<file path="src/rtl/exc_pkg.sv">
/*
  Shared definitions for the exception-entry path.
  Holds the widths that carry a meaning, the exception cause codes,
  the handler classes that drive the PC selector and the bit positions
  inside the debug setting word. Every RTL block refers to these by
  scoped names.
*/

package exc_pkg;

  //////////////////////////////////////////////////
  // widths and types
  //////////////////////////////////////////////////

  localparam int unsigned DBG_SETS_W = 6;

  // bit 5 set means interrupt, bits 4..0 are code or line index
  typedef logic [5:0]            cause_t;
  // handler class, one 16-byte slot each
  typedef logic [1:0]            pc_mux_t;
  typedef logic [31:0]           irq_t;
  typedef logic [31:0]           addr_t;
  typedef logic [DBG_SETS_W-1:0] dbg_sets_t;

  //////////////////////////////////////////////////
  // handler classes
  //////////////////////////////////////////////////

  localparam pc_mux_t EXC_PC_IRQ     = 2'd0;
  localparam pc_mux_t EXC_PC_ECALL   = 2'd1;
  localparam pc_mux_t EXC_PC_ILLINSN = 2'd2;
  // load and store errors share one handler
  localparam pc_mux_t EXC_PC_LSU     = 2'd3;

  // byte distance between two handler slots
  localparam int unsigned PC_MUX_OFFSET_STEP = 16;

  // synchronous cause codes
  localparam cause_t CAUSE_ILLEGAL   = 6'd2;
  localparam cause_t CAUSE_LOAD_ERR  = 6'd5;
  localparam cause_t CAUSE_STORE_ERR = 6'd7;
  localparam cause_t CAUSE_ECALL     = 6'd8;

  // debug setting word, one bit per event class
  localparam int unsigned DBG_SETS_IRQ   = 0;
  localparam int unsigned DBG_SETS_ECALL = 1;
  localparam int unsigned DBG_SETS_EILL  = 2;
  localparam int unsigned DBG_SETS_ELSU  = 3;
  localparam int unsigned DBG_SETS_EBRK  = 4;
  localparam int unsigned DBG_SETS_SSTE  = 5;

endpackage
</file>
<file path="src/rtl/exc_unit_top.sv">
/*
  Exception-entry path top level.
  Connects the exception controller, the core-side controller, the
  CSR block and the PC selector, and passes the handler table bases
  down to the PC selector.
*/

`timescale 1ns/100ps

module exc_unit_top #(
  parameter exc_pkg::addr_t EXC_BASE = 32'h0000_0100,
  parameter exc_pkg::addr_t VEC_BASE = 32'h0000_0200
) (
  input  logic               clk,
  input  logic               rst_n,

  // events
  input  exc_pkg::irq_t      irq_i,
  input  logic               ebrk_i,
  input  logic               illegal_i,
  input  logic               ecall_i,
  input  logic               load_err_i,
  input  logic               store_err_i,
  input  logic               eret_i,
  input  logic               mie_set_i,
  input  exc_pkg::addr_t     pc_i,
  input  logic               stall_i,
  input  exc_pkg::dbg_sets_t dbg_settings_i,

  // results
  output logic               trap_o,
  output logic               exc_taken_o,
  output exc_pkg::cause_t    cause_o,
  output exc_pkg::addr_t     mepc_o,
  output logic               irq_enable_o,
  output logic               jump_o,
  output exc_pkg::addr_t     jump_pc_o
);

  logic             req;
  logic             ack;
  logic             save_cause;
  logic             irq_enable;
  exc_pkg::cause_t  cause;
  exc_pkg::pc_mux_t pc_mux;
  logic [4:0]       vec_idx;

  //////////////////////////////////////////////////
  // cause selection and handshake
  //////////////////////////////////////////////////

  exc_controller exc_controller_inst (
    .clk            (clk),
    .rst_n          (rst_n),
    .req_o          (req),
    .ack_i          (ack),
    .trap_o         (trap_o),
    .pc_mux_o       (pc_mux),
    .vec_idx_o      (vec_idx),
    .irq_i          (irq_i),
    .irq_enable_i   (irq_enable),
    .ebrk_i         (ebrk_i),
    .illegal_i      (illegal_i),
    .ecall_i        (ecall_i),
    .load_err_i     (load_err_i),
    .store_err_i    (store_err_i),
    .cause_o        (cause),
    .save_cause_o   (save_cause),
    .dbg_settings_i (dbg_settings_i)
  );

  exc_pipe_ctrl exc_pipe_ctrl_inst (
    .clk     (clk),
    .rst_n   (rst_n),
    .req_i   (req),
    .stall_i (stall_i),
    .ack_o   (ack)
  );

  //////////////////////////////////////////////////
  // state update and redirect
  //////////////////////////////////////////////////

  exc_csr exc_csr_inst (
    .clk          (clk),
    .rst_n        (rst_n),
    .save_cause_i (save_cause),
    .cause_i      (cause),
    .pc_i         (pc_i),
    .eret_i       (eret_i),
    .mie_set_i    (mie_set_i),
    .irq_enable_o (irq_enable),
    .mcause_o     (cause_o),
    .mepc_o       (mepc_o)
  );

  // interrupt flag is bit 5 of the selected cause
  exc_pc_sel #(
    .EXC_BASE (EXC_BASE),
    .VEC_BASE (VEC_BASE)
  ) exc_pc_sel_inst (
    .clk          (clk),
    .rst_n        (rst_n),
    .save_cause_i (save_cause),
    .pc_mux_i     (pc_mux),
    .vec_idx_i    (vec_idx),
    .is_irq_i     (cause[5]),
    .eret_i       (eret_i),
    .mepc_i       (mepc_o),
    .jump_o       (jump_o),
    .jump_pc_o    (jump_pc_o)
  );

  assign exc_taken_o  = save_cause;
  assign irq_enable_o = irq_enable;

endmodule

</file>
<file path="src/rtl/exc_pc_sel.sv">
/*
  Redirect PC for exception entry and return.
  Interrupts jump into the vector table, other causes into the handler
  table slot of their class, and eret back to the saved PC. The target
  is registered together with a one-cycle jump pulse.
*/

`timescale 1ns/100ps

module exc_pc_sel #(
  parameter exc_pkg::addr_t EXC_BASE = 32'h0000_0100,
  parameter exc_pkg::addr_t VEC_BASE = 32'h0000_0200
) (
  input  logic             clk,
  input  logic             rst_n,

  input  logic             save_cause_i,
  input  exc_pkg::pc_mux_t pc_mux_i,
  input  logic [4:0]       vec_idx_i,
  input  logic             is_irq_i,

  input  logic             eret_i,
  input  exc_pkg::addr_t   mepc_i,

  output logic             jump_o,
  output exc_pkg::addr_t   jump_pc_o
);

  exc_pkg::addr_t target_pc;
  logic           jump_d;

  assign jump_d = save_cause_i | eret_i;

  // one word per vector, one slot per handler class
  always_comb begin
    if (eret_i) begin
      target_pc = mepc_i;
    end else if (is_irq_i) begin
      target_pc = VEC_BASE + {25'd0, vec_idx_i, 2'b00};
    end else begin
      target_pc = EXC_BASE
                + exc_pkg::addr_t'(pc_mux_i) * exc_pkg::addr_t'(exc_pkg::PC_MUX_OFFSET_STEP);
    end
  end

  // target and pulse leave together
  always_ff @(posedge clk or negedge rst_n) begin
    if (!rst_n) begin
      jump_o    <= 1'b0;
      jump_pc_o <= '0;
    end else begin
      jump_o <= jump_d;
      if (jump_d) begin
        jump_pc_o <= target_pc;
      end
    end
  end

endmodule

</file>
<file path="src/rtl/exc_csr.sv">
/*
  Machine-mode exception registers.
  Keeps the interrupt enable and its saved copy, the cause and the
  exception PC. Entry saves the cause and PC and masks interrupts,
  eret brings the enable back, and a set pulse enables interrupts.
  All updates land one clock after the request.
*/

`timescale 1ns/100ps

module exc_csr (
  input  logic            clk,
  input  logic            rst_n,

  // entry from the exception controller
  input  logic            save_cause_i,
  input  exc_pkg::cause_t cause_i,
  // PC of the excepting instruction
  input  exc_pkg::addr_t  pc_i,

  // return from handler
  input  logic            eret_i,

  // software enable of interrupts
  input  logic            mie_set_i,

  output logic            irq_enable_o,
  output exc_pkg::cause_t mcause_o,
  output exc_pkg::addr_t  mepc_o
);

  logic            mie_q;
  logic            mpie_q;
  exc_pkg::cause_t mcause_q;
  exc_pkg::addr_t  mepc_q;

  //////////////////////////////////////////////////
  // status bits
  //////////////////////////////////////////////////

  // entry wins over eret and the set pulse
  always_ff @(posedge clk or negedge rst_n) begin
    if (!rst_n) begin
      mie_q  <= 1'b0;
      mpie_q <= 1'b0;
    end else if (save_cause_i) begin
      // remember the enable, mask while in the handler
      mpie_q <= mie_q;
      mie_q  <= 1'b0;
    end else if (eret_i) begin
      mie_q  <= mpie_q;
    end else if (mie_set_i) begin
      mie_q  <= 1'b1;
    end
  end

  //////////////////////////////////////////////////
  // cause and exception PC
  //////////////////////////////////////////////////

  always_ff @(posedge clk or negedge rst_n) begin
    if (!rst_n) begin
      mcause_q <= '0;
      mepc_q   <= '0;
    end else if (save_cause_i) begin
      mcause_q <= cause_i;
      mepc_q   <= pc_i;
    end
  end

  assign irq_enable_o = mie_q;
  assign mcause_o     = mcause_q;
  assign mepc_o       = mepc_q;

endmodule

</file>
<file path="src/rtl/exc_pipe_ctrl.sv">
/*
  Core-side controller for exception entry.
  On a new request the pipeline is drained for one cycle, then the
  controller waits until the pipeline is no longer stalled and answers
  with an acknowledge. The acknowledge ends the entry.
*/

`timescale 1ns/100ps

module exc_pipe_ctrl (
  input  logic clk,
  input  logic rst_n,

  // request from the exception controller
  input  logic req_i,

  // pipeline back-pressure
  input  logic stall_i,

  output logic ack_o
);

  typedef enum logic [1:0] {
    RUN,
    DRAIN,
    WAIT_UNSTALL
  } pipe_state_t;

  pipe_state_t state_q;
  pipe_state_t state_d;

  //////////////////////////////////////////////////
  // state machine
  //////////////////////////////////////////////////

  always_comb begin
    state_d = state_q;
    ack_o   = 1'b0;

    unique case (state_q)
      // first request cycle flushes the pipe, no ack yet
      RUN: begin
        if (req_i) begin
          state_d = DRAIN;
        end
      end

      // drain done, take the entry unless stalled
      DRAIN: begin
        if (!req_i) begin
          state_d = RUN;
        end else if (!stall_i) begin
          ack_o   = 1'b1;
          state_d = RUN;
        end else begin
          state_d = WAIT_UNSTALL;
        end
      end

      // stalled, the request stays parked here
      WAIT_UNSTALL: begin
        if (!req_i) begin
          state_d = RUN;
        end else if (!stall_i) begin
          ack_o   = 1'b1;
          state_d = RUN;
        end
      end

      default: state_d = RUN;
    endcase
  end

  always_ff @(posedge clk or negedge rst_n) begin
    if (!rst_n) begin
      state_q <= RUN;
    end else begin
      state_q <= state_d;
    end
  end

endmodule

</file>
<file path="src/rtl/exc_controller.sv">
/*
  Exception controller.
  Picks one cause out of the synchronous events and the interrupt lines,
  sends debug-redirected events to the debug side as a trap and requests
  exception entry from the core controller for the rest. The cause and
  handler class are bypassed in the first request cycle and held in
  registers until the acknowledge arrives.
*/

`timescale 1ns/100ps

module exc_controller (
  input  logic               clk,
  input  logic               rst_n,

  // request/acknowledge pair towards the core controller
  output logic               req_o,
  input  logic               ack_i,

  // to the debug side
  output logic               trap_o,

  // to the PC selector
  output exc_pkg::pc_mux_t   pc_mux_o,
  output logic [4:0]         vec_idx_o,

  // level interrupt lines and global enable
  input  exc_pkg::irq_t      irq_i,
  input  logic               irq_enable_i,

  // synchronous events from decoder and load/store unit
  input  logic               ebrk_i,
  input  logic               illegal_i,
  input  logic               ecall_i,
  input  logic               load_err_i,
  input  logic               store_err_i,

  // to the CSR block
  output exc_pkg::cause_t    cause_o,
  output logic               save_cause_o,

  input  exc_pkg::dbg_sets_t dbg_settings_i
);

  typedef enum logic [0:0] {
    IDLE,
    WAIT_CTRL
  } exc_state_t;

  exc_state_t       state_q;
  exc_state_t       state_d;

  logic             irq_pending;
  logic             req_int;
  logic             first_req;

  exc_pkg::cause_t  cause_int;
  exc_pkg::cause_t  cause_q;
  exc_pkg::pc_mux_t pc_mux_int;
  exc_pkg::pc_mux_t pc_mux_q;

  //////////////////////////////////////////////////
  // debug redirection and request
  //////////////////////////////////////////////////

  // interrupts only count while enabled and not owned by debug
  assign irq_pending = irq_enable_i & (|irq_i) & ~dbg_settings_i[exc_pkg::DBG_SETS_IRQ];

  // single step traps every cycle, ebreak only ever goes to debug
  assign trap_o = dbg_settings_i[exc_pkg::DBG_SETS_SSTE]
                | (ebrk_i      & dbg_settings_i[exc_pkg::DBG_SETS_EBRK])
                | (ecall_i     & dbg_settings_i[exc_pkg::DBG_SETS_ECALL])
                | (illegal_i   & dbg_settings_i[exc_pkg::DBG_SETS_EILL])
                | (load_err_i  & dbg_settings_i[exc_pkg::DBG_SETS_ELSU])
                | (store_err_i & dbg_settings_i[exc_pkg::DBG_SETS_ELSU])
                | (irq_enable_i & (|irq_i) & dbg_settings_i[exc_pkg::DBG_SETS_IRQ]);

  assign req_int = (ecall_i     & ~dbg_settings_i[exc_pkg::DBG_SETS_ECALL])
                 | (illegal_i   & ~dbg_settings_i[exc_pkg::DBG_SETS_EILL])
                 | (load_err_i  & ~dbg_settings_i[exc_pkg::DBG_SETS_ELSU])
                 | (store_err_i & ~dbg_settings_i[exc_pkg::DBG_SETS_ELSU])
                 | irq_pending;

  //////////////////////////////////////////////////
  // cause selection
  //////////////////////////////////////////////////

  // later assignments win, so the lowest priority comes first
  always_comb begin
    cause_int  = '0;
    pc_mux_int = exc_pkg::EXC_PC_IRQ;

    if (irq_pending) begin
      // walk downwards so the lowest set line is the last one kept
      for (int i = $bits(exc_pkg::irq_t) - 1; i >= 0; i--) begin
        if (irq_i[i]) begin
          cause_int = {1'b1, 5'(i)};
        end
      end
    end

    if (ecall_i & ~dbg_settings_i[exc_pkg::DBG_SETS_ECALL]) begin
      cause_int  = exc_pkg::CAUSE_ECALL;
      pc_mux_int = exc_pkg::EXC_PC_ECALL;
    end

    if (illegal_i & ~dbg_settings_i[exc_pkg::DBG_SETS_EILL]) begin
      cause_int  = exc_pkg::CAUSE_ILLEGAL;
      pc_mux_int = exc_pkg::EXC_PC_ILLINSN;
    end

    if (load_err_i & ~dbg_settings_i[exc_pkg::DBG_SETS_ELSU]) begin
      cause_int  = exc_pkg::CAUSE_LOAD_ERR;
      pc_mux_int = exc_pkg::EXC_PC_LSU;
    end

    if (store_err_i & ~dbg_settings_i[exc_pkg::DBG_SETS_ELSU]) begin
      cause_int  = exc_pkg::CAUSE_STORE_ERR;
      pc_mux_int = exc_pkg::EXC_PC_LSU;
    end
  end

  assign first_req = (state_q == IDLE) & req_int;

  // capture once, then hold for the whole wait
  always_ff @(posedge clk or negedge rst_n) begin
    if (!rst_n) begin
      cause_q  <= '0;
      pc_mux_q <= exc_pkg::EXC_PC_IRQ;
    end else if (first_req) begin
      cause_q  <= cause_int;
      pc_mux_q <= pc_mux_int;
    end
  end

  // bypass in the first request cycle
  assign cause_o   = first_req ? cause_int  : cause_q;
  assign pc_mux_o  = first_req ? pc_mux_int : pc_mux_q;
  assign vec_idx_o = cause_o[4:0];

  //////////////////////////////////////////////////
  // handshake FSM
  //////////////////////////////////////////////////

  always_comb begin
    state_d      = state_q;
    req_o        = 1'b0;
    save_cause_o = 1'b0;

    unique case (state_q)
      IDLE: begin
        req_o = req_int;
        if (req_int) begin
          // ack in the same cycle closes the entry at once
          if (ack_i) begin
            save_cause_o = 1'b1;
          end else begin
            state_d = WAIT_CTRL;
          end
        end
      end

      WAIT_CTRL: begin
        req_o = 1'b1;
        if (ack_i) begin
          save_cause_o = 1'b1;
          state_d      = IDLE;
        end
      end

      default: state_d = IDLE;
    endcase
  end

  always_ff @(posedge clk or negedge rst_n) begin
    if (!rst_n) begin
      state_q <= IDLE;
    end else begin
      state_q <= state_d;
    end
  end

endmodule

</file>
<file path="config.mk">
export PLATFORM = sky130hd
export DESIGN_NAME = exc_unit_top
export DESIGN_NICKNAME = d
export VERILOG_FILES = /design/src/rtl/exc_pkg.sv /design/src/rtl/exc_unit_top.sv /design/src/rtl/exc_pc_sel.sv /design/src/rtl/exc_csr.sv /design/src/rtl/exc_pipe_ctrl.sv /design/src/rtl/exc_controller.sv
export SDC_FILE = /design/constraint.sdc
export NUM_CORES = 1
export LEC_CHECK = 0
export ABC_AREA = 0
export BUFFER_PORTS_ARGS = -buffer_cell sky130_fd_sc_hd__buf_2
export CAP_MARGIN = 40
export CORE_MARGIN = 4
export CORE_UTILIZATION = 50
export DETAILED_ROUTE_END_ITERATION = 10
export GPL_TIMING_DRIVEN = 0
export PLACE_DENSITY = 0.82
export SLEW_MARGIN = 5
export SYNTH_ARGS = -nofsm -noshare
export SYNTH_HDL_FRONTEND = slang
export SYNTH_SLANG_ARGS = --single-unit
</file>
<file path="constraint.sdc">
create_clock -name clk -period 3 [get_ports clk]
set_input_delay 0 -clock clk [delete_from_list [all_inputs] [get_ports clk]]
set_output_delay 0 -clock clk [all_outputs]
set_load 0.02 [all_outputs]
</file>
==> flow_summary.ini <==
[outcome]
status = finished, final reports clean

[critical_path]
crit_path_start_kind = flop
crit_type = reg2out
path_cells = nand2b_1, a21oi_1, o21ai_2, inv_1, clkbuf_1, buf_2
required_ns = 3.00
crit_buf_inv = 3
max_stage_delay_ns = 0.47
path_delay_family = buffers and inverters
crit_path_end_kind = primary output
worstPathArrival_ns = 2.31
rrSetupSlack_ns = 0.71
critPathMaxFanout = 10
crit_slowest_cell = dfrtp_1

[floorplanning]
rows = 32
core_um2 = 7690
ios = 154
die-width_um = 96.7
start_util_pct = 51.2
die_h_um = 96.7
die_area_um2 = 9360

[routing]
wl_per_cell_um = 15.8
dr.pass1.iters = 4
drt-met1-wl_um = 4630
highest_layer = met4
drtIter0Drc = 213
vias = 4081
wl_met2_um = 6230
routed_wl_um = 12100
post-route-drc-count = 0
wl_met3_um = 853
final_antenna_net_count = 0
vias_per_cell = 5.35

[placement]
postPlaceCellArea_um2 = 4850
pre_cts_ws_ns = 0.500
place_congestion = 0.896
dp.cells = 712
place_hpwl_um = 8460
numPortBuffers = 153

[clocking]
cts_buffers = 9
clockBufferDepth = 2
cts_root_buf = clkbuf_8
clk_pin_slew_ns = 0.07
cts_num_sinks = 84
cts_max_level = 3
tritoncts = yes
clk_latency_ns = 0.35
postCtsSetupBuffers = 0

[yosys]
yosysUniqueCellTypes = 51
ys_top_cells_by_area = dfrtp_1 (53%), nand2_1 (16%), o21ai_0 (3.2%)
ys_seq_elements = 84
synth_warnings = 0
yosysTopAreaCell = dfrtp_1
synth_cells = 456
synth.most_common_cell = nand2_1
ys_seq_area_share_pct = 53.4
synth-edff-count = 0
synthArstFlopShare_pct = 100
synthTopCellsByCount = nand2_1 (172), dfrtp_1 (84), o21ai_0 (25), nor2_1 (19), o21ai_1 (19)
netlist_area_um2 = 3940
synthFlopType = dfrtp_1
syn_area_per_cell_um2 = 8.63
synth_top_area_share_pct = 53.4
mappedNetlistNets = 539

[global_routing]
grt_max_degree = 46
antenna_found_initial = 0
grt_pass1_vias = 4188
grt_pass1_wl_um = 20200
grt_usage_pct = 26.3
grt_remaining_overflow = 0

[timing]
rsz0062_at_grt = false
slew_violations = 0
final.setup.tns_ns = 0
worst_hold_slack_ns = 0.0298
period_minus_slack_ns = 2.31
final-hold-violation-count = 0
fmax_mhz = 433
finalClockSkew_ns = 0.00891
setup_slack_ns = 0.692
finalSetupViolations = 0
slew_headroom_pct = 59.0
worst_pin_slew_ns = 0.609
timing.final.crit_share_pct = 76.9

[power_and_ir_drop]
ir_drop_v = 0.000639
p_per_area_nw_per_um2 = 947
fin_total_pwr_mw = 5.12
p_leak_nw = 2.80

[cells_and_area]
final_area_um2 = 5400
utilization_pct = 70.3
nNetsFinal = 740
stdcell_count = 763
drive_above_1_share_pct = 28.6
area.growth.synth_to_final_pct = 37.2
diodes = 0

[worst_hold_path]
hp-class = in2reg

[job]
maxCapViolCount = 0
## per-layer routing
layer	track usage, %	up-vias
met4	11.2	0
met3	6.13	27
met2	46.0	159
met5	0	-
li1	-	1946
met1	30.9	1949
## final timing paths
kind                                                        from                                        to  cells past startpoint
min in group asynchronous                                  rst_n       exc_csr_inst.mepc_o[19]$_DFFE_PN0P_                      2
min                                                     irq_i[0]  exc_controller_inst.cause_q[0]$_DFF_PN0_                      4
max reg2reg                exc_controller_inst.state_q$_DFF_PN0_  exc_pc_sel_inst.jump_pc_o[6]$_DFFE_PN0P_                      7
min reg2reg                 exc_csr_inst.mcause_o[5]$_DFFE_PN0P_      exc_csr_inst.mcause_o[5]$_DFFE_PN0P_                      1
max                        exc_csr_inst.irq_enable_o$_DFFE_PN0P_                               exc_taken_o                      6
max in group asynchronous                                  rst_n  exc_controller_inst.cause_q[4]$_DFF_PN0_                      3
## what timing repair did
| action | CTS | global route |
|---|---|---|
| gates resized for setup | 0 | 0 |
| hold buffers | 36 | 0 |
| hold endpoints to repair | 75 | 0 |
## worst min-delay path, delay by kind of cell
family | cells | cell delay [ns]
AND/OR/NAND/NOR | 1 | 0.07
AO/OA/AOI/OAI | 2 | 0.15
buffers and inverters | 1 | 0.10
## flip-flops by register name, summed over array words and instances, names as in the netlist, 2 cells and up
name and count:
exc_csr_inst.mepc_o 32, exc_pipe_ctrl_inst.state_q 2, exc_csr_inst.mcause_o 6, exc_controller_inst.pc_mux_q 2, exc_controller_inst.cause_q 6, exc_pc_sel_inst.jump_pc_o 32
## cell families after synthesis
kind of cell	Yosys count	share of synthesized area (%)
multiplexers	3	0.794
AND/OR/NAND/NOR	239	26.6
adder cells (fa/ha/maj)	3	0.953
flip-flops	84	53.4
buffers and inverters	35	3.62
AO/OA/AOI/OAI	92	14.7
## cells in the final DEF (no fill, tap or decap), types with 6 or more instances in the layout
| cell | Yosys | final |
|---|---|---|
| nand2_1 | 172 | 172 |
| buf_2 | 9 | 161 |
| dfrtp_1 | 84 | 84 |
| dlygate4sd3_1 | 0 | 36 |
| o21ai_0 | 25 | 25 |
| nor2_1 | 19 | 19 |
| o21ai_1 | 19 | 19 |
| inv_1 | 15 | 15 |
| a21oi_1 | 13 | 13 |
| clkbuf_1 | 11 | 11 |
| clkbuf_8 | 0 | 10 |
| nor4_1 | 8 | 8 |
| nand2b_1 | 7 | 7 |
| nor3_1 | 6 | 6 |
## where the power goes
part | total [mW] | internal [mW] | switching, mW | leakage [nW]
combinational | 2.37 | 0.793 | 1.58 | 1.64
clock | 0.784 | 0.398 | 0.385 | 0.0979
sequential | 1.96 | 1.63 | 0.334 | 1.06
## final cells by class
class	count	area [um^2]
fill	595	2280
sequential	84	2100
multi-input combinational	337	1690
timing repair buffer	190	1150
clock buffer	10	138
tap	102	128
buffer	20	86.3
inverter	15	56.3
clock inverter	5	52.6
Power figures use the tool's default switching activity.
